$ cat src/cache_params.svh
`ifndef CACHE_PARAMS_SVH
`define CACHE_PARAMS_SVH

//////////////////////////////////////////////////
// Word geometry
//////////////////////////////////////////////////
`define CACHE_ADDR_W 12                     // Word address, 4K words
`define CACHE_DATA_W 32                     // One word per line
`define CACHE_STRB_W (`CACHE_DATA_W / 8)    // One strobe per byte lane

//////////////////////////////////////////////////
// Cache sizes
//////////////////////////////////////////////////
`define L1_IDX_W 4                          // 16 lines in each L1
`define L2_IDX_W 7                          // 128 lines in the shared L2

`endif

$ cat src/cache_pkg.sv
`include "cache_params.svh"

package cache_pkg;

   typedef logic [`CACHE_ADDR_W-1:0] cache_addr_t;   // Word address
   typedef logic [`CACHE_DATA_W-1:0] cache_word_t;   // Data word
   typedef logic [`CACHE_STRB_W-1:0] cache_strb_t;   // Byte write strobes

   // Controller states shared by L1 and L2
   typedef enum logic [2:0] {
      IDLE,        // Waiting for a request
      LOOKUP,      // Registered decode of miss or write
      MEM_READ,    // Line fetch from the next level
      MEM_WRITE,   // Write-through to the next level
      RESPOND      // One-cycle ready pulse
   } cache_state_t;

   // Strobed bytes of new_w replace the matching bytes of old_w
   function automatic cache_word_t merge_bytes(cache_word_t old_w, cache_word_t new_w,
                                               cache_strb_t strb);
      cache_word_t res;
      res = old_w;
      for (int b = 0; b < `CACHE_STRB_W; b++) begin
         if (strb[b]) begin
            res[8*b +: 8] = new_w[8*b +: 8];
         end
      end
      return res;
   endfunction

endpackage

$ cat src/cache_bus_if.sv
`timescale 1ns/1ps

// Native request/response bus between cache levels
interface cache_bus_if import cache_pkg::*; ();

   logic        valid;   // Request pending, held until ready
   cache_addr_t addr;
   cache_word_t wdata;
   cache_strb_t wstrb;   // Any bit set makes it a write
   cache_word_t rdata;   // Valid only with ready
   logic        ready;   // Single-cycle completion pulse

   // Requester side
   modport master (output valid, addr, wdata, wstrb,
                   input  rdata, ready);

   // Responder side
   modport slave  (input  valid, addr, wdata, wstrb,
                   output rdata, ready);

endinterface

$ cat src/l2_arbiter.sv
`timescale 1ns/1ps

module l2_arbiter (
   input  logic        clk,
   input  logic        i_rst,
   cache_bus_if.slave  l1i,                 // Instruction cache misses
   cache_bus_if.slave  l1d,                 // Data cache misses and writes
   cache_bus_if.master l2                   // Shared L2 front end
);

   logic busy;                              // Transfer in flight at L2
   logic owner_d;                           // Data side holds the grant
   logic sel_d;                             // Current data-side select

   //////////////////////////////////////////////////
   // Grant
   //////////////////////////////////////////////////
   // Fresh grant when free, instruction side wins ties
   assign sel_d = busy ? owner_d : !l1i.valid;

   always_ff @(posedge clk) begin
      if (i_rst) begin
         busy    <= 1'b0;
         owner_d <= 1'b0;
      end else if (l2.ready) begin
         busy <= 1'b0;                      // Released on the ready pulse
      end else if (!busy && l2.valid) begin
         busy    <= 1'b1;
         owner_d <= sel_d;                  // Lock the winner
      end
   end

   //////////////////////////////////////////////////
   // Request mux and response steer
   //////////////////////////////////////////////////
   assign l2.valid  = sel_d ? l1d.valid : l1i.valid;
   assign l2.addr   = sel_d ? l1d.addr  : l1i.addr;
   assign l2.wdata  = sel_d ? l1d.wdata : l1i.wdata;
   assign l2.wstrb  = sel_d ? l1d.wstrb : l1i.wstrb;

   assign l1i.rdata = l2.rdata;             // Shared read data
   assign l1d.rdata = l2.rdata;
   assign l1i.ready = l2.ready && !sel_d;   // Only the owner sees ready
   assign l1d.ready = l2.ready && sel_d;

   // Grant stays put from acceptance until L2 completes
   a_grant_hold: assert property (@(posedge clk) disable iff (i_rst)
      (l2.valid && !l2.ready) |=> (sel_d == $past(sel_d)));

endmodule

$ cat src/flat_wrapper.sv
// flat-port wrapper written by rule: the top's interface ports become plain ports
module l2_arbiter_flat 
  (clk, i_rst, l1i_valid, l1i_addr, l1i_wdata, l1i_wstrb, l1i_rdata, l1i_ready, l1d_valid, l1d_addr, l1d_wdata, l1d_wstrb, l1d_rdata, l1d_ready, l2_valid, l2_addr, l2_wdata, l2_wstrb, l2_rdata, l2_ready);
  cache_bus_if l1i_i ();
  cache_bus_if l1d_i ();
  cache_bus_if l2_i ();
  input  logic clk;
  input  logic i_rst;
  input wire logic [$bits(l1i_i.valid)-1:0] l1i_valid;
  input wire logic [$bits(l1i_i.addr)-1:0] l1i_addr;
  input wire logic [$bits(l1i_i.wdata)-1:0] l1i_wdata;
  input wire logic [$bits(l1i_i.wstrb)-1:0] l1i_wstrb;
  output wire logic [$bits(l1i_i.rdata)-1:0] l1i_rdata;
  output wire logic [$bits(l1i_i.ready)-1:0] l1i_ready;
  input wire logic [$bits(l1d_i.valid)-1:0] l1d_valid;
  input wire logic [$bits(l1d_i.addr)-1:0] l1d_addr;
  input wire logic [$bits(l1d_i.wdata)-1:0] l1d_wdata;
  input wire logic [$bits(l1d_i.wstrb)-1:0] l1d_wstrb;
  output wire logic [$bits(l1d_i.rdata)-1:0] l1d_rdata;
  output wire logic [$bits(l1d_i.ready)-1:0] l1d_ready;
  output wire logic [$bits(l2_i.valid)-1:0] l2_valid;
  output wire logic [$bits(l2_i.addr)-1:0] l2_addr;
  output wire logic [$bits(l2_i.wdata)-1:0] l2_wdata;
  output wire logic [$bits(l2_i.wstrb)-1:0] l2_wstrb;
  input wire logic [$bits(l2_i.rdata)-1:0] l2_rdata;
  input wire logic [$bits(l2_i.ready)-1:0] l2_ready;
  assign l1i_i.valid = l1i_valid;
  assign l1i_i.addr = l1i_addr;
  assign l1i_i.wdata = l1i_wdata;
  assign l1i_i.wstrb = l1i_wstrb;
  assign l1i_rdata = l1i_i.rdata;
  assign l1i_ready = l1i_i.ready;
  assign l1d_i.valid = l1d_valid;
  assign l1d_i.addr = l1d_addr;
  assign l1d_i.wdata = l1d_wdata;
  assign l1d_i.wstrb = l1d_wstrb;
  assign l1d_rdata = l1d_i.rdata;
  assign l1d_ready = l1d_i.ready;
  assign l2_valid = l2_i.valid;
  assign l2_addr = l2_i.addr;
  assign l2_wdata = l2_i.wdata;
  assign l2_wstrb = l2_i.wstrb;
  assign l2_i.rdata = l2_rdata;
  assign l2_i.ready = l2_ready;
  l2_arbiter u_core (.clk(clk), .i_rst(i_rst), .l1i(l1i_i), .l1d(l1d_i), .l2(l2_i));
endmodule
$ cat config.mk
export PLATFORM = sky130hd
export DESIGN_NAME = l2_arbiter_flat
export DESIGN_NICKNAME = d
export VERILOG_FILES = /design/src/cache_pkg.sv /design/src/cache_bus_if.sv /design/src/l2_arbiter.sv /design/src/flat_wrapper.sv
export VERILOG_INCLUDE_DIRS = /design/src
export SDC_FILE = /design/constraint.sdc
export NUM_CORES = 1
export LEC_CHECK = 0
export BUFFER_PORTS_ARGS = -buffer_cell sky130_fd_sc_hd__buf_2
export CAP_MARGIN = 20
export CORE_AREA = 2 2 96 98
export DETAILED_ROUTE_END_ITERATION = 6
export DIE_AREA = 0 0 98 100
export HOLD_SLACK_MARGIN = 0.1
export SKIP_LAST_GASP = 1
export SLEW_MARGIN = 0
export SYNTH_ARGS = -nofsm -noshare
export SYNTH_HDL_FRONTEND = slang
export SYNTH_SLANG_ARGS = --single-unit
export TNS_END_PERCENT = 30
$ cat constraint.sdc
create_clock -name clk -period 2.16 [get_ports clk]
set_input_delay 0.324 -clock clk [delete_from_list [all_inputs] [get_ports clk]]
set_output_delay 0.324 -clock clk [all_outputs]
set_load 0.02 [all_outputs]
==> results_dict.tcl <==
set metrics [dict create \
    finalHoldViolations 0 \
    skew_ns 0.00244 \
    ys_seq_area_frac 0.0290 \
    synth.most_common_cell "buf_4" \
    grtUsageTotal 0.0675 \
    synth.area.top_cells "mux2_4, buf_4, buf_6, dfxtp_1, mux2i_4" \
    grt_overflow 0 \
    synth_fp_nets 265 \
    hold_buffers 0 \
    cts-resized-gates 0 \
    syn_area_per_cell_um2 10.5 \
    synth_edf_count 0 \
    synth_cells 132 \
    post_drt_via_cell_ratio 3.50 \
    setup_viol 0 \
    powerDensity_nw_per_um2 381 \
    tns_ns 0 \
    clockBufferDepth 2 \
    portBuffers 151 \
    cp_data_arrival_time_ns 1.81 \
    routed_wl_um 3840 \
    drv_slew 0 \
    ir_drop_mv 0.185 \
    drcViolationCount 0 \
    synth_cell_types 12 \
    fin_crit_sh 0.987 \
    startpoint_type "flip-flop" \
    drive_above_1_share 0.936 \
    start_util 0.156 \
    cp_slowest_stage_delay_ns 0.42 \
    ys_ff_latch 2 \
    clock_sinks 2 \
    cp-end-kind "primary output" \
    cts_max_level 1 \
    clk_latency_ns 0.21 \
    crit_type "reg2out" \
    die_y_um 100 \
    die_x_um 98 \
    layout.nets 353 \
    power_uw 687 \
    drt_pass1_iterations 2 \
    crit_path_max_fanout 50 \
    grt_start_max_net_pins 51 \
    cts_root_buf "clkbuf_8" \
    synthFlopType "dfxtp_1" \
    rsz0062_at_grt "true" \
    grt_first_pass_wirelength_um 5370 \
    antenna_found_initial 0 \
    n_antenna_cell 0 \
    cts_buffers 3 \
    grt_pass1_vias 1078 \
    crit_path_cell_trace "mux2i_4 -> buf_12 -> mux2_4 -> buf_2" \
    max_freq_mhz 469 \
    synth.top_cells.by_count "buf_4, mux2_4, buf_6" \
    post_synth_instance_area_um2 1380 \
    core_area_um2 8890 \
    std_cell_rows 35 \
    p_leak_uw 0.00108 \
    yosysWarnings 0 \
    cap_violations 0 \
    synthArstFlopShare 0 \
    yosys.area.top_type "mux2_4" \
    drt_iter0_markers 14 \
    clk_pin_slew_ns 0.03 \
    routedWlPerCell_um 11.7 \
    hold_class "in2reg" \
    post-route-min-period_ns 2.13 \
    cts_tree "yes" \
    cpMaxStageDelayCell "dfxtp_1" \
    yosysTopAreaCellShare 0.521 \
    worst_pin_slew_ns 0.377 \
    worstPathRequired_ns 1.84 \
    slew_headroom 0.749 \
    die_area_um2 9800 \
    vias 1153 \
    ant_nets 0 \
    postCtsSetupRepairBufs 0 \
    outcome "finished, final reports clean" \
    area_growth_pct 30.3 \
    pin_count 248 \
    hpwl_um 3350 \
    gp_congestion 0.686 \
]
[registers in the layout (all words and copies together) (netlist names)]
name / flops
u_core.busy: 1
u_core.owner_d: 1
[path summary, 6_finish.rpt]
check,start,to,slack [ns],depth (start not counted)
worst min-delay path,i_rst,u_core.owner_d,0.30,2
worst min register to register,u_core.owner_d,u_core.owner_d,0.60,2
worst max register to register,u_core.busy,u_core.owner_d,1.21,3
worst max-delay path,u_core.busy,l2_wdata[8],0.03,4
[routing by layer]
layer  up-vias  global-route usage  share of wire
li1        555                   -              -
met5         -                   0              0
met4         0              0.0235          0.010
met2        90               0.128           0.54
met1       497              0.0673           0.32
met3        11              0.0265           0.14
[layout by cell type (no fill, tap or decap)]
cell | synthesis | final
nor3_1 | 2 | 2
mux2i_1 | 1 | 1
mux2i_4 | 1 | 1
a21oi_1 | 2 | 2
inv_1 | 2 | 2
and2_1 | 1 | 1
clkbuf_8 | 0 | 3
a211oi_1 | 1 | 1
nor2_1 | 3 | 3
buf_2 | 0 | 151
dfxtp_1 | 2 | 2
mux2_4 | 48 | 48
buf_12 | 0 | 1
[worst max-delay path, delay by kind of cell (launching register included)]
family,cells,cell delay [ns]
buffers and inverters,2,0.49
DFF,1,0.42
muxes,2,0.64
[power breakdown]
group          internal, uW  switching [uW]
combinational           263             237
sequential             39.5            3.34
clock                   118            25.9
total                   420             266
[layout make-up]
class,instances,area (um2)
fill,973,7090
multi-input combinational,59,798
timing repair buffer,152,776
tap,111,139
clock buffer,3,41.3
sequential,2,40.0
inverter,2,7.51
[cell families (layout without fill, tap and decap cells)]
group / Yosys count / in the layout / synth area share
AND/OR/NAND/NOR: 6 / 6 / 0.0199
multiplexers: 50 / 50 / 0.545
buffers and inverters: 71 / 157 / 0.394
flip-flops: 2 / 2 / 0.0290
AO/OA/AOI/OAI: 3 / 3 / 0.0127
[per-stage QoR]
stage	util	cells	hold slack (ns)	worst slack, ns	area [um2]
2_1_floorplan	-	132	0.397	0.546	1380
3_3_place_gp	0.198	326	0.516	0.264	1760
3_5_place_dp	0.198	326	0.520	0.230	1760
4_1_cts	0.203	329	0.299	0.00846	1800
5_1_grt	0.203	329	0.310	-0.0336	1800
6_report	0.203	329	0.300	0.0284	1800
Note: power is estimated with default switching activity, not from simulation.
