**src/cache_params.svh**
```systemverilog
`ifndef CACHE_PARAMS_SVH
`define CACHE_PARAMS_SVH

//////////////////////////////////////////////////
// Word geometry
//////////////////////////////////////////////////
`define CACHE_ADDR_W 12                     // Word address, 4K words
`define CACHE_DATA_W 32                     // One word per line
`define CACHE_STRB_W (`CACHE_DATA_W / 8)    // One strobe per byte lane

//////////////////////////////////////////////////
// Cache sizes
//////////////////////////////////////////////////
`define L1_IDX_W 4                          // 16 lines in each L1
`define L2_IDX_W 7                          // 128 lines in the shared L2

`endif

```
**src/cache_pkg.sv**
```systemverilog
`include "cache_params.svh"

package cache_pkg;

   typedef logic [`CACHE_ADDR_W-1:0] cache_addr_t;   // Word address
   typedef logic [`CACHE_DATA_W-1:0] cache_word_t;   // Data word
   typedef logic [`CACHE_STRB_W-1:0] cache_strb_t;   // Byte write strobes

   // Controller states shared by L1 and L2
   typedef enum logic [2:0] {
      IDLE,        // Waiting for a request
      LOOKUP,      // Registered decode of miss or write
      MEM_READ,    // Line fetch from the next level
      MEM_WRITE,   // Write-through to the next level
      RESPOND      // One-cycle ready pulse
   } cache_state_t;

   // Strobed bytes of new_w replace the matching bytes of old_w
   function automatic cache_word_t merge_bytes(cache_word_t old_w, cache_word_t new_w,
                                               cache_strb_t strb);
      cache_word_t res;
      res = old_w;
      for (int b = 0; b < `CACHE_STRB_W; b++) begin
         if (strb[b]) begin
            res[8*b +: 8] = new_w[8*b +: 8];
         end
      end
      return res;
   endfunction

endpackage

```
**src/cache_bus_if.sv**
```systemverilog
`timescale 1ns/1ps

// Native request/response bus between cache levels
interface cache_bus_if import cache_pkg::*; ();

   logic        valid;   // Request pending, held until ready
   cache_addr_t addr;
   cache_word_t wdata;
   cache_strb_t wstrb;   // Any bit set makes it a write
   cache_word_t rdata;   // Valid only with ready
   logic        ready;   // Single-cycle completion pulse

   // Requester side
   modport master (output valid, addr, wdata, wstrb,
                   input  rdata, ready);

   // Responder side
   modport slave  (input  valid, addr, wdata, wstrb,
                   output rdata, ready);

endinterface

```
**src/l2_cache.sv**
```systemverilog
`timescale 1ns/1ps
`include "cache_params.svh"

module l2_cache import cache_pkg::*; #(
   parameter int IDX_W = `L2_IDX_W          // 2**IDX_W direct-mapped lines
) (
   input  logic        clk,
   input  logic        i_rst,
   cache_bus_if.slave  front,               // From the arbiter
   output logic        o_mem_valid,
   output cache_addr_t o_mem_addr,
   output cache_word_t o_mem_wdata,
   output cache_strb_t o_mem_wstrb,
   input  logic        i_mem_ready,
   input  cache_word_t i_mem_rdata
);

   localparam int TAG_W = `CACHE_ADDR_W - IDX_W;
   localparam int LINES = 1 << IDX_W;

   cache_state_t     state;

   cache_addr_t      req_addr;              // Latched front request
   cache_word_t      req_wdata;
   cache_strb_t      req_wstrb;
   cache_word_t      rdata_q;

   logic [TAG_W-1:0] tag_mem  [LINES];
   cache_word_t      data_mem [LINES];
   logic [LINES-1:0] line_vld;

   logic [IDX_W-1:0] in_idx, req_idx;
   logic [TAG_W-1:0] in_tag, req_tag;
   logic             in_hit, req_hit;

   assign in_idx  = front.addr[IDX_W-1:0];
   assign in_tag  = front.addr[`CACHE_ADDR_W-1:IDX_W];
   assign req_idx = req_addr[IDX_W-1:0];
   assign req_tag = req_addr[`CACHE_ADDR_W-1:IDX_W];
   assign in_hit  = line_vld[in_idx] && (tag_mem[in_idx] == in_tag);
   assign req_hit = line_vld[req_idx] && (tag_mem[req_idx] == req_tag);

   //////////////////////////////////////////////////
   // Controller
   //////////////////////////////////////////////////
   always_ff @(posedge clk) begin
      if (i_rst) begin
         state    <= IDLE;
         line_vld <= '0;
      end else begin
         case (state)
            IDLE: begin
               if (front.valid) begin
                  // Read hit is the only one-cycle path
                  state <= (in_hit && !(|front.wstrb)) ? RESPOND : LOOKUP;
               end
            end
            LOOKUP: state <= (|req_wstrb) ? MEM_WRITE : MEM_READ;
            MEM_READ: begin
               if (i_mem_ready) begin
                  line_vld[req_idx] <= 1'b1;
                  state             <= RESPOND;
               end
            end
            MEM_WRITE: begin
               if (i_mem_ready)
                  state <= RESPOND;         // Write acked once memory takes it
            end
            RESPOND: state <= IDLE;
            default: state <= IDLE;
         endcase
      end
   end

   always_ff @(posedge clk) begin
      if (state == IDLE && front.valid) begin
         req_addr  <= front.addr;
         req_wdata <= front.wdata;
         req_wstrb <= front.wstrb;
         rdata_q   <= data_mem[in_idx];
      end
      // Write hit updates the line, a write miss leaves it alone
      if (state == LOOKUP && (|req_wstrb) && req_hit)
         data_mem[req_idx] <= merge_bytes(data_mem[req_idx], req_wdata, req_wstrb);
      if (state == MEM_READ && i_mem_ready) begin
         data_mem[req_idx] <= i_mem_rdata;
         tag_mem[req_idx]  <= req_tag;
         rdata_q           <= i_mem_rdata;
      end
   end

   assign front.ready = (state == RESPOND);
   assign front.rdata = rdata_q;

   //////////////////////////////////////////////////
   // Memory port
   //////////////////////////////////////////////////
   assign o_mem_valid = (state == MEM_READ) || (state == MEM_WRITE);
   assign o_mem_addr  = req_addr;           // Held by the latch until ready
   assign o_mem_wdata = req_wdata;
   assign o_mem_wstrb = req_wstrb;

   // Memory request held steady under back-pressure
   a_mem_hold: assert property (@(posedge clk) disable iff (i_rst)
      (o_mem_valid && !i_mem_ready) |=> (o_mem_valid && $stable(o_mem_addr) &&
         $stable(o_mem_wdata) && $stable(o_mem_wstrb)));

endmodule

```
**src/flat_wrapper.sv**
```systemverilog
// flat-port wrapper written by rule: the top's interface ports become plain ports
module l2_cache_flat import cache_pkg::*;
#(
   parameter int IDX_W = `L2_IDX_W                                         
)
  (clk, i_rst, o_mem_valid, o_mem_addr, o_mem_wdata, o_mem_wstrb, i_mem_ready, i_mem_rdata, front_valid, front_addr, front_wdata, front_wstrb, front_rdata, front_ready);
  cache_bus_if front_i ();
  input  logic clk;
  input  logic i_rst;
  output logic o_mem_valid;
  output cache_addr_t o_mem_addr;
  output cache_word_t o_mem_wdata;
  output cache_strb_t o_mem_wstrb;
  input  logic i_mem_ready;
  input  cache_word_t i_mem_rdata;
  input wire logic [$bits(front_i.valid)-1:0] front_valid;
  input wire logic [$bits(front_i.addr)-1:0] front_addr;
  input wire logic [$bits(front_i.wdata)-1:0] front_wdata;
  input wire logic [$bits(front_i.wstrb)-1:0] front_wstrb;
  output wire logic [$bits(front_i.rdata)-1:0] front_rdata;
  output wire logic [$bits(front_i.ready)-1:0] front_ready;
  assign front_i.valid = front_valid;
  assign front_i.addr = front_addr;
  assign front_i.wdata = front_wdata;
  assign front_i.wstrb = front_wstrb;
  assign front_rdata = front_i.rdata;
  assign front_ready = front_i.ready;
  l2_cache #(.IDX_W(IDX_W)) u_core (.clk(clk), .i_rst(i_rst), .front(front_i), .o_mem_valid(o_mem_valid), .o_mem_addr(o_mem_addr), .o_mem_wdata(o_mem_wdata), .o_mem_wstrb(o_mem_wstrb), .i_mem_ready(i_mem_ready), .i_mem_rdata(i_mem_rdata));
endmodule
```
**config.mk**
```make
export PLATFORM = sky130hd
export DESIGN_NAME = l2_cache_flat
export DESIGN_NICKNAME = d
export VERILOG_FILES = /design/src/cache_pkg.sv /design/src/cache_bus_if.sv /design/src/l2_cache.sv /design/src/flat_wrapper.sv
export VERILOG_INCLUDE_DIRS = /design/src
export SDC_FILE = /design/constraint.sdc
export NUM_CORES = 2
export LEC_CHECK = 0
export BUFFER_PORTS_ARGS = -buffer_cell sky130_fd_sc_hd__buf_2
export CORE_MARGIN = 2
export CORE_UTILIZATION = 35
export CTS_BUF_LIST = sky130_fd_sc_hd__clkbuf_4
export DETAILED_ROUTE_END_ITERATION = 10
export PLACE_DENSITY = 0.59
export SLEW_MARGIN = 20
export SYNTH_ARGS = -nofsm -noshare
export SYNTH_HDL_FRONTEND = slang
export SYNTH_MEMORY_MAX_BITS = 65536
export SYNTH_SLANG_ARGS = --single-unit
```
**constraint.sdc**
```tcl
create_clock -name clk -period 5 [get_ports clk]
set_input_delay 1 -clock clk [delete_from_list [all_inputs] [get_ports clk]]
set_output_delay 1 -clock clk [all_outputs]
set_load 0.03 [all_outputs]
```
==> results.md <==
- Largest family of logic cells by synthesized area: multiplexers
- Die Wd: 761.7 um
- I/O pins: 166
- Setup violations, final: 12
- Total Power: 88.75 mW
- Slew headroom: 10.65%
- R2R cell count: 6
- CP Data Arrival Time: 6.36 ns
- Min-Delay Path Class: primary input to register
- Asr flop ratio synth: 0%
- Setup TNS: -0.6766 ns
- Worst r2r dst: u_core.tag_mem[120][0]$_DFFE_PP_
- First-pass GRT wire length: 933.3 mm
- Min-Delay Endpoint: u_core.front.rdata[11]$_DFFE_PP_
- Outcome: complete, but fails checks
- Startpoint Class: register
- Fmax: 196.0 MHz
- Register bit count reported by yosys: 4954
- Placed cell count: 17950
- Cells after Synth: 9868
- CTS Sinks: 4954
- Starting density of the core: 35.10%
- Crit path max fanout: 20
- Post-DP HPWL: 478.0 mm
- Vias per cell: 5.727
- Number of flops mapped to enable cells by yosys: 4816
- Core area: 0.5725 sq mm
- Reg-to-Reg Start: u_core.o_mem_addr[1]$_DFFE_PP_
- VDD IR max: 0.2843 mV
- DRC errors left: 0
- Clk root buf: clkbuf_4
- Via Count: 116400
- Routed Wire Length: 680.8 mm
- Worst Min Path Start: i_mem_rdata[11]
- Post-route insts no fill: 20320
- Final Hold Viols: 0
- Mux cell area share after synthesis: 19.68%
- Avg Cell Area, Syn: 20.36 sq um
- DR WL/cell: 33.51 um
- H-tree levels: 7
- Drt pass-1 iters: 8
- Share of layout cells above drive strength 1: 38.34%
- Die ar.: 0.5802 sq mm
- Failing checks: setup timing
- Syn Nets: 9952
- Slew @ Worst Pin: 1.306 ns
- Vias in the first global route: 116800
- Cts bufs inserted: 1299
- Pin count of the biggest net entering global routing: 129
- GR Overflow Total: 0
- Fin nets: 11930
- GRT Util Overall: 23.16%
- Num rows: 278
- Final ANT Viol Nets: 0
- Final cell utilization of the core: 41.49%
- Hold WS: 0.1764 ns
- Synth Area in Compound Gates: 2.293%
- Crit end category: register
- Initial antenna violation count: 86
- Most common flop cell mapped by yosys: edfxtp_1
- Sequential fraction of the synthesis area: 73.35%
- Synth warn: 0
- Power per standard cell area: 373.6 mW/mm^2
- Area after DPL: 0.2205 sq mm
- Tmin final: 5.103 ns
- Worst reg2reg setup slack: -0.10 ns
- Unrepaired setup endpoints after global routing: no
- CTS tree: built
- Die height: 761.7 um
- PnR worst setup slack: -0.1028 ns
- Iteration-0 DRC Markers: 16530
- Max-slew violation count: 0
- Static Leak: 76.95 nW
- Placer Congestion: 0.9437
- Post-Syn Area: 0.2009 sq mm
- Clock slew at reported path FFs: 0.06 ns
- Clk_skew: 0.2786 ns
- # port buffers: 165
- Worst hold path cell count: 4
- Critical Path RT: 6.26 ns
- Netlist cell types: 57
- WS Path Type: register to register
- Fin area: 0.2375 sq mm
- CTS max path bufs: 5
- Setup WS pre-CTS: -0.5259 ns
- Clk Latency, worst-skew pair: 1.85 ns
- Adder-Cell Fraction of Synth Area: 0%
- Fin crit share: 102.1%
- Total of max-cap violations: 0
- Simple-gate share of the synthesized area: 2.908%
- Xor-xnor portion of the synthesized cell area: 0.1003%
- Area grow syn2layout: 18.22%
[placed cells by master, fill, tap and decap left out, types with 51 or more instances in the layout]
master and count:
a22oi_1 71, buf_12 334, buf_2 157, buf_4 631
clkbuf_4 1797, clkinv_1 256, clkinv_2 51, dfxtp_1 135
diode_2 75, dlygate4sd3_1 146, edfxtp_1 4816, inv_1 131
mux2i_1 180, mux4_2 1656, nand2_1 749, nand3_1 53
nor2_1 392, o21ai_0 67, o21ai_1 508
[power by group]
group / switching, mW / internal (mW)
logic: 5.53 / 2.78
registers: 0.128 / 46.6
clock network: 16.4 / 17.3
total: 22.1 / 66.6
[worst max-delay path by stage]
stage / startpoint / end / slack, ns / cells past startpoint
final: u_core.o_mem_addr[1]$_DFFE_PP_ / u_core.tag_mem[120][0]$_DFFE_PP_ / -0.10 / 6
after global routing: u_core.o_mem_addr[11]$_DFFE_PP_ / o_mem_addr[11] / 0.05 / 3
after CTS: u_core.o_mem_addr[0]$_DFFE_PP_ / u_core.tag_mem[14][4]$_DFFE_PP_ / -0.11 / 6
after detailed placement: front_addr[0] / u_core.front.rdata[8]$_DFFE_PP_ / -0.53 / 8
after global placement: u_core.o_mem_addr[0]$_DFFE_PP_ / u_core.tag_mem[70][4]$_DFFE_PP_ / -1.37 / 6
after floorplan: u_core.o_mem_addr[11]$_DFFE_PP_ / u_core.data_mem[0][16]$_DFFE_PP_ / 0.49 / 8
[per-layer routing]
metal | vias up | share of wire, % | global-route usage, %
li1 | 45680 | - | -
met1 | 60720 | 36 | 28.42
met2 | 8405 | 47 | 35.68
met3 | 1493 | 12 | 8.280
met4 | 56 | 5.1 | 13.00
met5 | - | 0.047 | 0
[final cells by class]
cell class	instances	area (sq um)
flip-flops and latches	4954	147400
diodes	75	187.7
multi-input cells	4161	50750
clock buffers	1797	13490
repair buffers	1290	13990
well taps	7560	9459
inverters	135	514.2
clock inverters	343	1753
fillers	50050	335000
[state kept, by name, summed over array words and instances (netlist names), named ones only]
name	flops
u_core.data_mem	4096
u_core.front.rdata	32
u_core.line_vld	128
u_core.o_mem_addr	12
u_core.o_mem_wdata	32
u_core.o_mem_wstrb	4
u_core.state	3
u_core.tag_mem	640
[Yosys cell counts (13+ instances only)]
cell type  instances  share of area [%]
a22oi_1           71               0.27
mux2i_1          191               0.95
inv_1            133               0.25
buf_2             54               0.13
nand2b_1          16              0.050
dfxtp_1          138                1.4
nor2_1           432               0.81
o22ai_1           29              0.090
nand2_1          819                1.5
edfxtp_1        4816                 72
o21ai_1          480                1.2
o221ai_1          15              0.065
mux2_2            30               0.17
mux4_2          1656                 19
o21ai_0           96               0.24
nand3_1           53               0.13
nor3_1            18              0.045
a211oi_1          15              0.056
nor2b_1           36               0.11
buf_1            139               0.26
buf_6             58               0.33
nand4_1           13              0.040
clkbuf_1         360               0.67
a21oi_1           44               0.11
[critical path: stages (launching register included)]
cell and delay [ns]:
edfxtp_1 0.69, buf_12 0.31, or3_1 0.83, buf_4 0.41
nor2_1 0.80, nand2_1 0.87, inv_1 0.71
[logic make-up after synthesis]
| family | count (synthesis) |
|---|---|
| AOI/OAI and AO/OA | 816 |
| DFF | 4954 |
| and+or+nand+nor | 1445 |
| xor gates and xnor gates | 23 |
| muxes | 1877 |
| buffers and inverters | 753 |
[repair_timing]
action                     4_1_cts  5_1_grt
pin swaps                        0        1
hold endpoints to repair      1011        0
setup endpoints to repair     3860     2341
resized for setup               19        3
hold buffers                   146        0
buffers inserted                 0        2
Power figures use the tool's default switching activity.
