**config.mk**
```make
export PLATFORM = sky130hd
export DESIGN_NAME = l1_cache_flat
export DESIGN_NICKNAME = d
export VERILOG_FILES = /design/src/cache_pkg.sv /design/src/cache_bus_if.sv /design/src/l1_cache.sv /design/src/flat_wrapper.sv
export VERILOG_INCLUDE_DIRS = /design/src
export SDC_FILE = /design/constraint.sdc
export NUM_CORES = 1
export LEC_CHECK = 0
export BUFFER_PORTS_ARGS = -buffer_cell sky130_fd_sc_hd__buf_2
export CAP_MARGIN = 25
export CORE_AREA = 2 2 185 277
export DETAILED_ROUTE_END_ITERATION = 12
export DIE_AREA = 0 0 187 279
export PLACE_DENSITY = 0.83
export SYNTH_ARGS = -nofsm -noshare
export SYNTH_HDL_FRONTEND = slang
export SYNTH_SLANG_ARGS = --single-unit
export TNS_END_PERCENT = 100
```
**constraint.sdc**
```tcl
create_clock -name clk -period 11.4 [get_ports clk]
set_input_delay 2.28 -clock clk [delete_from_list [all_inputs] [get_ports clk]]
set_output_delay 2.28 -clock clk [all_outputs]
set_load 0.01 [all_outputs]
```
**src/cache_params.svh**
```systemverilog
`ifndef CACHE_PARAMS_SVH
`define CACHE_PARAMS_SVH

//////////////////////////////////////////////////
// Word geometry
//////////////////////////////////////////////////
`define CACHE_ADDR_W 12                     // Word address, 4K words
`define CACHE_DATA_W 32                     // One word per line
`define CACHE_STRB_W (`CACHE_DATA_W / 8)    // One strobe per byte lane

//////////////////////////////////////////////////
// Cache sizes
//////////////////////////////////////////////////
`define L1_IDX_W 4                          // 16 lines in each L1
`define L2_IDX_W 7                          // 128 lines in the shared L2

`endif

```
**src/cache_pkg.sv**
```systemverilog
`include "cache_params.svh"

package cache_pkg;

   typedef logic [`CACHE_ADDR_W-1:0] cache_addr_t;   // Word address
   typedef logic [`CACHE_DATA_W-1:0] cache_word_t;   // Data word
   typedef logic [`CACHE_STRB_W-1:0] cache_strb_t;   // Byte write strobes

   // Controller states shared by L1 and L2
   typedef enum logic [2:0] {
      IDLE,        // Waiting for a request
      LOOKUP,      // Registered decode of miss or write
      MEM_READ,    // Line fetch from the next level
      MEM_WRITE,   // Write-through to the next level
      RESPOND      // One-cycle ready pulse
   } cache_state_t;

   // Strobed bytes of new_w replace the matching bytes of old_w
   function automatic cache_word_t merge_bytes(cache_word_t old_w, cache_word_t new_w,
                                               cache_strb_t strb);
      cache_word_t res;
      res = old_w;
      for (int b = 0; b < `CACHE_STRB_W; b++) begin
         if (strb[b]) begin
            res[8*b +: 8] = new_w[8*b +: 8];
         end
      end
      return res;
   endfunction

endpackage

```
**src/cache_bus_if.sv**
```systemverilog
`timescale 1ns/1ps

// Native request/response bus between cache levels
interface cache_bus_if import cache_pkg::*; ();

   logic        valid;   // Request pending, held until ready
   cache_addr_t addr;
   cache_word_t wdata;
   cache_strb_t wstrb;   // Any bit set makes it a write
   cache_word_t rdata;   // Valid only with ready
   logic        ready;   // Single-cycle completion pulse

   // Requester side
   modport master (output valid, addr, wdata, wstrb,
                   input  rdata, ready);

   // Responder side
   modport slave  (input  valid, addr, wdata, wstrb,
                   output rdata, ready);

endinterface

```
**src/l1_cache.sv**
```systemverilog
`timescale 1ns/1ps
`include "cache_params.svh"

module l1_cache import cache_pkg::*; #(
   parameter int IDX_W = `L1_IDX_W          // 2**IDX_W direct-mapped lines
) (
   input  logic        clk,
   input  logic        i_rst,
   input  logic        i_valid,
   input  cache_addr_t i_addr,
   input  cache_word_t i_wdata,
   input  cache_strb_t i_wstrb,
   output cache_word_t o_rdata,
   output logic        o_ready,
   cache_bus_if.master mem                  // Toward the arbiter
);

   localparam int TAG_W = `CACHE_ADDR_W - IDX_W;
   localparam int LINES = 1 << IDX_W;

   cache_state_t     state;

   // Request latched on acceptance
   cache_addr_t      req_addr;
   cache_word_t      req_wdata;
   cache_strb_t      req_wstrb;

   // Line storage
   logic [TAG_W-1:0] tag_mem  [LINES];
   cache_word_t      data_mem [LINES];
   logic [LINES-1:0] line_vld;              // One valid bit per line

   logic [IDX_W-1:0] in_idx, req_idx;
   logic [TAG_W-1:0] in_tag, req_tag;
   logic             in_hit, req_hit;

   //////////////////////////////////////////////////
   // Tag compare
   //////////////////////////////////////////////////
   assign in_idx  = i_addr[IDX_W-1:0];
   assign in_tag  = i_addr[`CACHE_ADDR_W-1:IDX_W];
   assign req_idx = req_addr[IDX_W-1:0];
   assign req_tag = req_addr[`CACHE_ADDR_W-1:IDX_W];

   // Incoming address drives the one-cycle read hit
   assign in_hit  = line_vld[in_idx] && (tag_mem[in_idx] == in_tag);
   // Latched address drives the write-hit merge
   assign req_hit = line_vld[req_idx] && (tag_mem[req_idx] == req_tag);

   //////////////////////////////////////////////////
   // Controller
   //////////////////////////////////////////////////
   always_ff @(posedge clk) begin
      if (i_rst) begin
         state    <= IDLE;
         line_vld <= '0;                    // Cache comes up empty
      end else begin
         case (state)
            IDLE: begin
               if (i_valid) begin
                  if (in_hit && !(|i_wstrb))
                     state <= RESPOND;      // Read hit answers next cycle
                  else
                     state <= LOOKUP;
               end
            end
            LOOKUP: state <= (|req_wstrb) ? MEM_WRITE : MEM_READ;
            MEM_READ: begin
               if (mem.ready) begin
                  line_vld[req_idx] <= 1'b1;   // Fill on read miss
                  state             <= RESPOND;
               end
            end
            MEM_WRITE: begin
               if (mem.ready)
                  state <= RESPOND;         // No allocate on write miss
            end
            RESPOND: state <= IDLE;         // Master may drop valid in this cycle
            default: state <= IDLE;
         endcase
      end
   end

   // Payload and arrays
   always_ff @(posedge clk) begin
      if (state == IDLE && i_valid) begin
         req_addr  <= i_addr;
         req_wdata <= i_wdata;
         req_wstrb <= i_wstrb;
         o_rdata   <= data_mem[in_idx];     // Read-hit data
      end
      if (state == LOOKUP && (|req_wstrb) && req_hit)
         data_mem[req_idx] <= merge_bytes(data_mem[req_idx], req_wdata, req_wstrb);
      if (state == MEM_READ && mem.ready) begin
         data_mem[req_idx] <= mem.rdata;
         tag_mem[req_idx]  <= req_tag;
         o_rdata           <= mem.rdata;    // Forward fetched word
      end
   end

   assign o_ready   = (state == RESPOND);
   assign mem.valid = (state == MEM_READ) || (state == MEM_WRITE);
   assign mem.addr  = req_addr;
   assign mem.wdata = req_wdata;
   assign mem.wstrb = req_wstrb;            // Zero for reads

   // Front end keeps the request still until it gets ready
   a_req_stable: assert property (@(posedge clk) disable iff (i_rst)
      (i_valid && !o_ready) |=> (o_ready ||
         (i_valid && $stable(i_addr) && $stable(i_wdata) && $stable(i_wstrb))));

   // Each ready answers a request seen in the previous cycle
   a_ready_pending: assert property (@(posedge clk) disable iff (i_rst)
      o_ready |-> $past(i_valid));

endmodule

```
**src/flat_wrapper.sv**
```systemverilog
// flat-port wrapper written by rule: the top's interface ports become plain ports
module l1_cache_flat import cache_pkg::*;
#(
   parameter int IDX_W = `L1_IDX_W                                         
)
  (clk, i_rst, i_valid, i_addr, i_wdata, i_wstrb, o_rdata, o_ready, mem_valid, mem_addr, mem_wdata, mem_wstrb, mem_rdata, mem_ready);
  cache_bus_if mem_i ();
  input  logic clk;
  input  logic i_rst;
  input  logic i_valid;
  input  cache_addr_t i_addr;
  input  cache_word_t i_wdata;
  input  cache_strb_t i_wstrb;
  output cache_word_t o_rdata;
  output logic o_ready;
  output wire logic [$bits(mem_i.valid)-1:0] mem_valid;
  output wire logic [$bits(mem_i.addr)-1:0] mem_addr;
  output wire logic [$bits(mem_i.wdata)-1:0] mem_wdata;
  output wire logic [$bits(mem_i.wstrb)-1:0] mem_wstrb;
  input wire logic [$bits(mem_i.rdata)-1:0] mem_rdata;
  input wire logic [$bits(mem_i.ready)-1:0] mem_ready;
  assign mem_valid = mem_i.valid;
  assign mem_addr = mem_i.addr;
  assign mem_wdata = mem_i.wdata;
  assign mem_wstrb = mem_i.wstrb;
  assign mem_i.rdata = mem_rdata;
  assign mem_i.ready = mem_ready;
  l1_cache #(.IDX_W(IDX_W)) u_core (.clk(clk), .i_rst(i_rst), .i_valid(i_valid), .i_addr(i_addr), .i_wdata(i_wdata), .i_wstrb(i_wstrb), .o_rdata(o_rdata), .o_ready(o_ready), .mem(mem_i));
endmodule
```
==> results.tsv, run 1 <==
stage	metric	value	unit
critical_path	Critical Path RT	11.75	ns
critical_path	critical path class	primary input to flop	
critical_path	critical path peak fanout	79	
critical_path	Startpoint Class	primary input	
synthesis	Synth Flop Type	edfxtp_1	
place	number of I/O port buffers	165	
layout	most common cell after layout, fill and taps aside	edfxtp_1	
global_routing	Tot GR Track Use	28.8	%
sta	Slew Viols, Final	0	
clock_tree	depth of the CTS H-tree	3	
power	Gate power share	14.3	%
route	first-pass iteration count of the detailed router	5	
synthesis	Post-synth EDFFs	720	
sta	Fmax	193	MHz
synthesis	Netlist cell types	48	
layout	most frequent cells in the layout	edfxtp_1, mux4_2, nand2_1, buf_2, nor2_1	
sta	crit share post-route	45.5	%
global_routing	Congestion Overflow GR	0	
sta	Tmin final	5.18	ns
route	Total Wirelength	74.5	mm
power	Max VDD drop	0.000235	V
layout	ANT cells	0	
clock_tree	CTS tree	yes	
layout	Syn-to-layout area delta	13.7	%
clock_tree	post-cts resize count	0	
layout	NumNets Final	1792	
clock_tree	Clock Sinks	743	
synthesis	Mapped Area	30000	sq um
power	Switch Pwr	1.77	mW
floorplan	die width	187	um
run	MaxCap Viol Count	0	
critical_path	Arr. time, crit path	5.53	ns
sta	Final Setup Violations	0	
sta	RSZ-0062 raised after global routing	no	
floorplan	starting density of the core	60.4	%
power	P per Cell Area	200	nW/um^2
synthesis	Gate Count Post-Synth	1507	
clock_tree	Root Driver	clkbuf_16	
layout	fillers	2934	
floorplan	core area	49700	sq um
floorplan	die area	52200	sq um
floorplan	die height	279	um
power	Seq pwr share	50.5	%
global_routing	first-pass GRT wire length	108	mm
route	DR vias	16200	
worst_hold_path	hold path depth	2	
critical_path	CP endpoint kind	flop	
clock_tree	number of setup buffers added after CTS	0	
route	vias per cell	6.69	
global_routing	largest net degree at the start of global routing	88	
route	Final ANT Viol Nets	0	
global_routing	vias in the first global route	16800	
run_status	status	completed	
place	Place WS	5.20	ns
sta	worst slew pin tran	1.12	ns
layout	Layout Cells excl Fill	2426	
place	Post-DP HPWL	44.0	mm
clock_tree	hold buffer count at cts	0	
route	drt first-iter violations	2000	
power	Clock power frac	35.2	%
clock_tree	Longest Clk Path Bufs	3	
power	switching share of power	26.0	%
sta	Min Hold Slack	0.503	ns
sta	Worst Skew	0.0217	ns
sta	post-route setup TNS	0	ns
synthesis	Yosys warnings	0	
global_routing	global route hottest layer	met2	
synthesis	Seq cells post-synth	743	
sta	Final WS setup	6.22	ns
global_routing	met2 usage	50.9	%
power	P_int	5.05	mW
route	DR WL/cell	30.7	um
synthesis	mean post-synth cell area	19.9	sq um
synthesis	Post-synth ARST share	0	%
power	LEAKAGE	11.4	nW
sta	final hold violations	0	
floorplan	# IOs	166	
clock_tree	clock latency on the worst-skew pair	0.62	ns
global_routing	met1 Use GR	33.7	%
sta	Slew Limit Headroom	24.9	%
synthesis	register area share after synthesis	73.7	%
synthesis	Post-Synthesis Net Count	1591	
critical_path	worst reg-to-reg path cell count	7	
layout	proportion of layout cells with a drive suffix above 1	31.9	%
global_routing	GRT met3 Usage	5.23	%
global_routing	antenna violations before repair	1	
worst_hold_path	type of the worst min-delay path	flop to flop	
clock_tree	CTS Buf Count	69	
layout	Final Util	68.6	%
route	DRC Markers	0	
place	gpl congestion	0.874	
floorplan	row count	100	
place	placed instance count	2284	
clock_tree	Worst-path clk slew	0.07	ns
==> cell families after synthesis <==
family | count (synthesis) | synth area share, %
and+or+nand+nor | 344 | 4.69
muxes | 270 | 18.5
AOI/OAI and AO/OA | 45 | 1.25
xor gates and xnor gates | 21 | 0.614
buffers and inverters | 84 | 1.30
DFF | 743 | 73.7
==> layer usage <==
layer | share of wire [%] | vias to the layer above
met5 | 0.013 | -
met4 | 5.1 | 2
met3 | 8.6 | 246
met2 | 54 | 1196
met1 | 33 | 8274
li1 | - | 6509
==> metrics by stage <==
stage | instance area (sq um) | total power [mW]
after floorplan | 30000 | 4.08
after global placement | 31500 | 4.39
after detailed placement | 31500 | 4.44
after CTS | 33900 | 6.82
after global routing | 34100 | 7.00
final | 34100 | 6.83
==> cells in the mapped netlist (8+ instances only) <==
cell        n  share of area [%]
xor2_1     12               0.35
nor2b_1    11               0.23
nand3_1    10               0.17
xnor2_1     9               0.26
mux2i_1    38                1.3
nor2_1    122                1.5
nand2_1   175                2.2
buf_2      18               0.30
edfxtp_1  720                 72
dfxtp_1    23                1.5
buf_1      21               0.26
a22oi_1     8               0.20
mux4_2    225                 17
clkbuf_1   34               0.43
==> sequential cells by signal (all words and copies together), names as in the netlist, named ones only <==
| register | flops |
|---|---|
| u_core.o_rdata | 32 |
| u_core.mem.addr | 12 |
| u_core.state | 3 |
| u_core.tag_mem | 128 |
| u_core.mem.wdata | 32 |
| u_core.data_mem | 512 |
| u_core.mem.wstrb | 4 |
| u_core.line_vld | 16 |
==> worst max-delay path, cell delays in order <==
cell     delay [ns]
buf_8          0.61
buf_4          0.33
buf_16         0.34
buf_4          0.59
mux4_2         0.61
mux4_2         0.48
nand2_1        0.08
nand2_1        0.07
==> power groups by stage <==
stage / combinational, mW / clock (mW) / sequential (mW)
2_1_floorplan: 0.590 / 0 / 3.49
3_3_place_gp: 0.900 / 0 / 3.49
3_5_place_dp: 0.941 / 0 / 3.50
4_1_cts: 0.959 / 2.42 / 3.45
5_1_grt: 1.04 / 2.51 / 3.46
6_report: 0.975 / 2.41 / 3.45
==> layout make-up <==
cell class,instances,area [sq um],share of cell area [%]
clock inverter,41,480,1.41
clock buffer,85,1880,5.52
sequential,743,22100,64.8
tap,663,830,2.43
timing repair buffer,212,1280,3.75
multi-input combinational,680,7510,22.1
inverter,2,7.51,0.0220
==> final timing paths <==
path                      start                      end  slack, ns
max                   i_addr[0]        u_core.o_rdata[6]       6.22
max reg2reg                flop  u_core.data_mem[10][26]       6.92
min          u_core.line_vld[2]       u_core.line_vld[2]       0.50
min reg2reg  u_core.line_vld[2]       u_core.line_vld[2]       0.50
(Power assumes the default switching activity.)
==> run 2, diff against run 1 <==
--- a/config.mk
+++ b/config.mk
@@ -8,10 +8,10 @@
 export LEC_CHECK = 0
 export BUFFER_PORTS_ARGS = -buffer_cell sky130_fd_sc_hd__buf_2
 export CAP_MARGIN = 25
-export CORE_AREA = 2 2 185 277
+export CORE_AREA = 2 2 194 291
 export DETAILED_ROUTE_END_ITERATION = 12
-export DIE_AREA = 0 0 187 279
-export PLACE_DENSITY = 0.83
+export DIE_AREA = 0 0 196 293
+export PLACE_DENSITY = 0.79
 export SYNTH_ARGS = -nofsm -noshare
 export SYNTH_HDL_FRONTEND = slang
 export SYNTH_SLANG_ARGS = --single-unit
==> constraint.sdc (replaced) <==
create_clock -name clk -period 4.5 [get_ports clk]
set_input_delay 0.9 -clock clk [delete_from_list [all_inputs] [get_ports clk]]
set_output_delay 0.9 -clock clk [all_outputs]
set_load 0.01 [all_outputs]
==> run 2 against run 1 <==
  * Highest routed layer is now met4
  * Sequential power grew to 2.5 times the previous value
  * Largest cell class unchanged
  * Clock skew grew 0.018 ns
  * Via count shrank 1.8%
  * Critical path depth is the same
  * Critical endpoint is now u_core.data_mem[4][7]
  * Routed wire length grew 2.2%
  * Critical path type is now flop to flop
  * Global-route usage shrank 1.8 points
  * Core utilization shrank 6.3 points
  * Clock power grew 150%
  * Combinational power grew to 2.7 times the previous value
==> results.tsv, run 2 (same netlist as run 1, synthesis figures left out) <==
stage	metric	value	unit	change
clock_tree	hold buffer count at cts	0		unchanged
sta	post-route setup TNS	0	ns	unchanged
layout	Largest register FFs	512		unchanged
place	number of I/O port buffers	165		unchanged
critical_path	Startpoint Class	flop		was primary input
sta	RSZ-0062 raised after global routing	no		unchanged
layout	Final Util	62.3	%	was 68.6%
floorplan	# IOs	166		unchanged
floorplan	row count	105		was 100
global_routing	Congestion Overflow GR	0		unchanged
route	Final ANT Viol Nets	0		unchanged
clock_tree	Longest Clk Path Bufs	3		unchanged
critical_path	CP top delay family	compound AO/OA/AOI/OAI gates		was buffers and inverters
route	DR vias	15900		was 16.2k
run_status	status	completed		unchanged
critical_path	critical path class	flop to flop		was primary input to flop
worst_hold_path	type of the worst min-delay path	primary input to flop		was flop to flop
worst_hold_path	hold path depth	1		was 2
clock_tree	Worst-path clk slew	0.07	ns	about the same
route	first-pass iteration count of the detailed router	5		unchanged
worst_hold_path	worst hold start	i_wdata[23]		was u_core.line_vld[2]
layout	proportion of layout cells with a drive suffix above 1	32.0	%	was 31.9%
floorplan	die width	196	um	was 187 um
place	gpl congestion	0.887		was 0.874
sta	Worst Skew	0.0396	ns	was 0.0217 ns
power	Max VDD drop	0.000638	V	was 0.000235 V
critical_path	critical path, cell by cell	buf_4, mux4_2, mux2i_1, xor2_1, o211ai_1, a2111oi_2, a21oi_2, nor2_1		was buf_8, buf_4, buf_16, buf_4, mux4_2, mux4_2, nand2_1, nand2_1
critical_path	worst reg2reg setup slack	0.48	ns	was 6.92 ns
place	Post-DP HPWL	49.9	mm	was 44.0 mm
clock_tree	number of setup buffers added after CTS	0		unchanged
sta	Slew Limit Headroom	27.4	%	was 24.9%
clock_tree	depth of the CTS H-tree	3		unchanged
global_routing	Tot GR Track Use	27.0	%	was 28.8%
route	Total Wirelength	76.1	mm	was 74.5 mm
sta	Slew Viols, Final	0		unchanged
global_routing	first-pass GRT wire length	110	mm	was 108 mm
layout	Reg with most FFs	u_core.data_mem		unchanged
layout	Syn-to-layout area delta	13.6	%	was 13.7%
clock_tree	clock latency on the worst-skew pair	0.64	ns	was 0.62 ns
worst_hold_path	Hold Crit Endpoint	u_core.mem.wdata[23]		was u_core.line_vld[2]
layout	top flop regs	u_core.data_mem (512), u_core.tag_mem (128)		unchanged
clock_tree	CTS tree	yes		unchanged
floorplan	die height	293	um	was 279 um
critical_path	Arr. time, crit path	4.26	ns	was 5.53 ns
sta	Tmin final	4.02	ns	
floorplan	starting density of the core	54.9	%	was 60.4%
power	LEAKAGE	11.4	nW	about the same
clock_tree	Clock Sinks	743		unchanged
floorplan	core area	54700	sq um	was 49700 sq um
sta	crit share post-route	89.4	%	
critical_path	slowest CP cell	nor2_1		was buf_8
sta	Final Setup Violations	0		unchanged
critical_path	worst reg-to-reg path cell count	8		was 7
global_routing	antenna violations before repair	0		was 1
critical_path	CP endpoint kind	flop		unchanged
layout	NumNets Final	1789		was 1792
critical_path	reg2reg end	u_core.data_mem[4][7]		was u_core.data_mem[10][26]
floorplan	die area	57400	sq um	was 52200 sq um
power	Final Total Pwr	17.4	mW	was 6.83 mW
route	vias per cell	6.49		was 6.69
power	P per Cell Area	510	nW/um^2	was 200 nW/um^2
route	drt first-iter violations	1874		was 2000
route	DR WL/cell	31.0	um	was 30.7 um
critical_path	Critical Path RT	4.74	ns	was 11.75 ns
critical_path	crit-path max cell delay	0.72	ns	was 0.61 ns
sta	final hold violations	0		unchanged
clock_tree	Root Driver	clkbuf_16		unchanged
sta	worst slew pin tran	1.09	ns	was 1.12 ns
run	MaxCap Viol Count	0		unchanged
route	DRC Markers	0		unchanged
critical_path	number of stages on the worst setup path	8		unchanged
global_routing	vias in the first global route	16400		was 16.8k
clock_tree	post-cts resize count	0		unchanged
sta	Fmax	249	MHz	
layout	most frequent cells in the layout	edfxtp_1, mux4_2, nand2_1, buf_2, nor2_1		unchanged
clock_tree	CTS Buf Count	69		unchanged
global_routing	largest net degree at the start of global routing	81		was 88
layout	most common cell after layout, fill and taps aside	edfxtp_1		unchanged
critical_path	critical path peak fanout	20		was 79
critical_path	CP bufs+invs	1		was 4
-- run 2: changes by cell type in the layout (fill, tap and decap cells not counted), moves of 2 or more --
cell and change:
buf_12 +5, inv_6 +7, clkbuf_1 -7, clkbuf_16 -2, clkinvlp_4 -3, buf_6 -5, buf_16 -3, clkinv_2 +4
clkinv_8 -3, clkinv_1 +3
-- run 2: worst max-delay path by stage --
| stage | start | to | slack (ns) |
|---|---|---|---|
| 6_report | flop | u_core.data_mem[4][7] | 0.48 |
| 5_1_grt | flop | u_core.data_mem[4][7] | 0.23 |
| 4_1_cts | flop | u_core.data_mem[13][19] | 0.48 |
| 3_5_place_dp | flop | u_core.data_mem[5][20] | 0.53 |
| 3_3_place_gp | flop | u_core.data_mem[7][18] | 0.66 |
| 2_1_floorplan | i_valid | u_core.o_rdata[0] | 0.80 |
-- run 2: where the power goes --
part	leakage, nW	total, mW	internal, mW	switching [mW]
Sequential	6.70	8.70	8.46	0.242
Combinational	3.52	2.66	0.842	1.82
Clock	1.14	6.01	3.43	2.57
Total	11.4	17.4	12.7	4.63
-- run 2: final cells by class --
class	count	area, sq um
Sequential cell	743	22100
Fill cell	3641	20600
Multi-Input combinational cell	680	7520
Clock buffer	75	1790
Timing Repair Buffer	209	1240
Tap cell	695	870
Clock inverter	51	522
Inverter	2	7.51
Antenna cell	1	2.50
-- run 2: worst register-to-register path, delay by kind of cell, from the launching register on --
family | cells | cell delay (ns)
compound gates | 3 | 1.03
xor+xnor | 1 | 0.17
buf+inv | 1 | 0.42
flops | 1 | 0.53
mux | 2 | 0.75
simple gates | 1 | 0.73
-- run 2: metal layers --
layer  track usage [%]  wire [um]  part of all wire, %
met5                 0          0                    0
met4              14.9       4270                  5.6
met3              5.15       6230                  8.2
met2              47.2      40000                   53
met1              31.6      25600                   34
-- run 2: metrics by stage --
| step | hold WS [ns] | worst slack [ns] | cell area (sq um) | cells |
|---|---|---|---|---|
| floorplan | 0.452 | 0.797 | 30000 | 1507 |
| global placement | 0.462 | 0.660 | 31700 | 2328 |
| detailed placement | 0.480 | 0.528 | 31700 | 2328 |
| CTS | 0.424 | 0.485 | 34000 | 2454 |
| global route | 0.440 | 0.225 | 34000 | 2455 |
| finish | 0.443 | 0.479 | 34000 | 2456 |
==> run 3, diff against run 2 <==
--- a/config.mk
+++ b/config.mk
@@ -11,7 +11,7 @@
 export CORE_AREA = 2 2 194 291
 export DETAILED_ROUTE_END_ITERATION = 12
 export DIE_AREA = 0 0 196 293
-export PLACE_DENSITY = 0.79
+export PLACE_DENSITY_LB_ADDON = 0.25
 export SYNTH_ARGS = -nofsm -noshare
 export SYNTH_HDL_FRONTEND = slang
 export SYNTH_SLANG_ARGS = --single-unit
==> run 3 against run 2 <==
  * Maximum frequency is 3.2% higher
  * Core utilization is 0.078 points lower
  * Routed wire length is 6.3% lower
  * Die area stayed put
  * Cell area is 0.12% lower
  * Critical path depth stayed put
  * Combinational power is 4% lower
  * Hold slack better by 0.019 ns
  * Highest routed layer is now met5
  * Worst setup slack better by 0.12 ns
  * First-iteration DRC count is 23% lower
  * Critical endpoint is now u_core.data_mem[9][3]
==> results.tsv, run 3 (same netlist as run 1, synthesis figures left out) <==
stage	metric	value	unit	change
layout	Largest register FFs	512		unchanged
route	first-pass iteration count of the detailed router	5		unchanged
route	drt first-iter violations	1435		was 1874
layout	Syn-to-layout area delta	13.4	%	was 13.6%
global_routing	first-pass GRT wire length	105	mm	was 110 mm
worst_hold_path	hold path depth	1		unchanged
place	Area after DPL	31700	sq um	about the same
place	number of I/O port buffers	165		unchanged
floorplan	die width	196	um	unchanged
power	P per Cell Area	505	nW/um^2	was 510 nW/um^2
sta	Final Setup Violations	0		unchanged
clock_tree	Clock Sinks	743		unchanged
floorplan	die height	293	um	unchanged
layout	most frequent cells in the layout	edfxtp_1, mux4_2, nand2_1, buf_2, nor2_1		unchanged
sta	crit share post-route	86.6	%	was 89.4%
critical_path	critical path class	flop to flop		unchanged
layout	most common cell after layout, fill and taps aside	edfxtp_1		unchanged
worst_hold_path	type of the worst min-delay path	primary input to flop		unchanged
sta	post-route setup TNS	0	ns	unchanged
place	Post-DP HPWL	47.3	mm	was 49.9 mm
power	Final Total Pwr	17.2	mW	was 17.4 mW
global_routing	Congestion Overflow GR	0		unchanged
floorplan	starting density of the core	54.9	%	unchanged
layout	proportion of layout cells with a drive suffix above 1	31.4	%	was 32.0%
critical_path	worst reg2reg setup slack	0.60	ns	was 0.48 ns
critical_path	worst setup path end	u_core.data_mem[9][3]		was u_core.data_mem[4][7]
route	DR vias	15300		was 15.9k
power	LEAKAGE	11.3	nW	was 11.4 nW
layout	NumNets Final	1785		was 1789
sta	final hold violations	0		unchanged
sta	Tmin final	3.90	ns	was 4.02 ns
sta	worst slew pin tran	0.991	ns	was 1.09 ns
global_routing	vias in the first global route	16100		was 16.4k
layout	final instance area	34000	sq um	about the same
critical_path	worst reg-to-reg path cell count	8		unchanged
clock_tree	number of setup buffers added after CTS	0		unchanged
clock_tree	CTS Buf Count	68		was 69
sta	Fmax	257	MHz	was 249 MHz
run_status	status	completed		unchanged
route	Final ANT Viol Nets	0		unchanged
layout	Reg with most FFs	u_core.data_mem		unchanged
floorplan	core area	54700	sq um	unchanged
route	Total Wirelength	71.3	mm	was 76.1 mm
clock_tree	CTS tree	yes		unchanged
power	Max VDD drop	0.000414	V	was 0.000638 V
global_routing	antenna violations before repair	2		was 0
clock_tree	Root Driver	clkbuf_16		unchanged
clock_tree	Worst-path clk slew	0.07	ns	about the same
critical_path	CP endpoint kind	flop		unchanged
route	DRC Markers	0		unchanged
route	DR WL/cell	29.2	um	was 31.0 um
sta	Slew Viols, Final	0		unchanged
global_routing	GRT met3 Usage	3.98	%	was 5.15%
critical_path	critical path peak fanout	16		was 20
critical_path	Arr. time, crit path	4.14	ns	was 4.26 ns
clock_tree	post-cts resize count	0		unchanged
global_routing	global route hottest layer	met2		unchanged
place	gpl congestion	0.851		was 0.887
global_routing	met2 usage	44.4	%	was 47.2%
global_routing	largest net degree at the start of global routing	81		unchanged
critical_path	reg2reg end	u_core.data_mem[9][3]		was u_core.data_mem[4][7]
layout	top flop regs	u_core.data_mem (512), u_core.tag_mem (128)		unchanged
run	MaxCap Viol Count	0		unchanged
route	vias per cell	6.24		was 6.49
clock_tree	depth of the CTS H-tree	3		unchanged
global_routing	Tot GR Track Use	25.5	%	was 27.0%
floorplan	row count	105		unchanged
sta	RSZ-0062 raised after global routing	no		unchanged
floorplan	# IOs	166		unchanged
floorplan	die area	57400	sq um	unchanged
critical_path	Startpoint Class	flop		unchanged
clock_tree	hold buffer count at cts	0		unchanged
clock_tree	Longest Clk Path Bufs	3		unchanged
global_routing	met1 Use GR	31.5	%	was 31.6%
sta	Slew Limit Headroom	33.9	%	was 27.4%
clock_tree	clock latency on the worst-skew pair	0.61	ns	was 0.64 ns
sta	Worst Skew	0.0235	ns	was 0.0396 ns
critical_path	Critical Path RT	4.75	ns	was 4.74 ns
==> run 3: changes by cell type in the layout (fill, tap and decap cells not counted), sizes merged <==
cell      before  now
buf          209  206
clkbuf        75   80
inv           12    2
clkinv        30   27
clkinvlp       2    3
==> run 3: how the worst min path moves through the flow <==
stage                           end  slack (ns)          startpoint
3_5_place_dp     u_core.line_vld[5]        0.48  u_core.line_vld[5]
6_report       u_core.mem.wdata[19]        0.46         i_wdata[19]
3_3_place_gp     u_core.line_vld[3]        0.47  u_core.line_vld[3]
2_1_floorplan    u_core.line_vld[2]        0.45  u_core.line_vld[2]
4_1_cts        u_core.mem.wdata[17]        0.44         i_wdata[17]
5_1_grt        u_core.mem.wdata[17]        0.45         i_wdata[17]
==> run 3: area by class of cell <==
type / instances / area, sq um
multi-input cells: 680 / 7520
repair buffers: 206 / 1230
clock inverters: 39 / 425
inverters: 2 / 7.51
fillers: 3772 / 20700
well taps: 695 / 870
diodes: 1 / 2.50
clock buffers: 80 / 1860
flip-flops and latches: 743 / 22100
==> run 3: worst max-delay path, cell delays in order (launching register included) <==
cell and delay, ns:
dfxtp_1 0.73, buf_4 0.30, and2b_1 0.23, a22oi_1 0.24
a21oi_1 0.10, o211ai_1 0.57, a2111oi_2 0.17, a21oi_2 0.75
nor2_1 0.42
==> run 3: stage by stage <==
stage                     hold slack, ns  cells  utilization (%)  worst slack, ns
after floorplan                    0.452   1507                -            0.797
after global placement             0.467   2326             58.0            0.692
after detailed placement           0.483   2326             58.0            0.571
after CTS                          0.437   2445             62.2            0.549
after global routing               0.452   2445             62.2            0.332
final                              0.462   2446             62.2            0.604
==> run 3: routing by layer <==
metal | wire, um | part of all wire, % | vias up
met3 | 5090 | 7.1 | 151
met5 | 12 | 0.017 | -
li1 | - | - | 6494
met2 | 37400 | 52 | 724
met1 | 25700 | 36 | 7903
met4 | 3120 | 4.4 | 2
==> run 3: report_power, final <==
| part | switching (mW) | total (mW) | internal [mW] |
|---|---|---|---|
| combinational | 1.72 | 2.55 | 0.833 |
| sequential | 0.250 | 8.70 | 8.45 |
| clock | 2.46 | 5.93 | 3.48 |
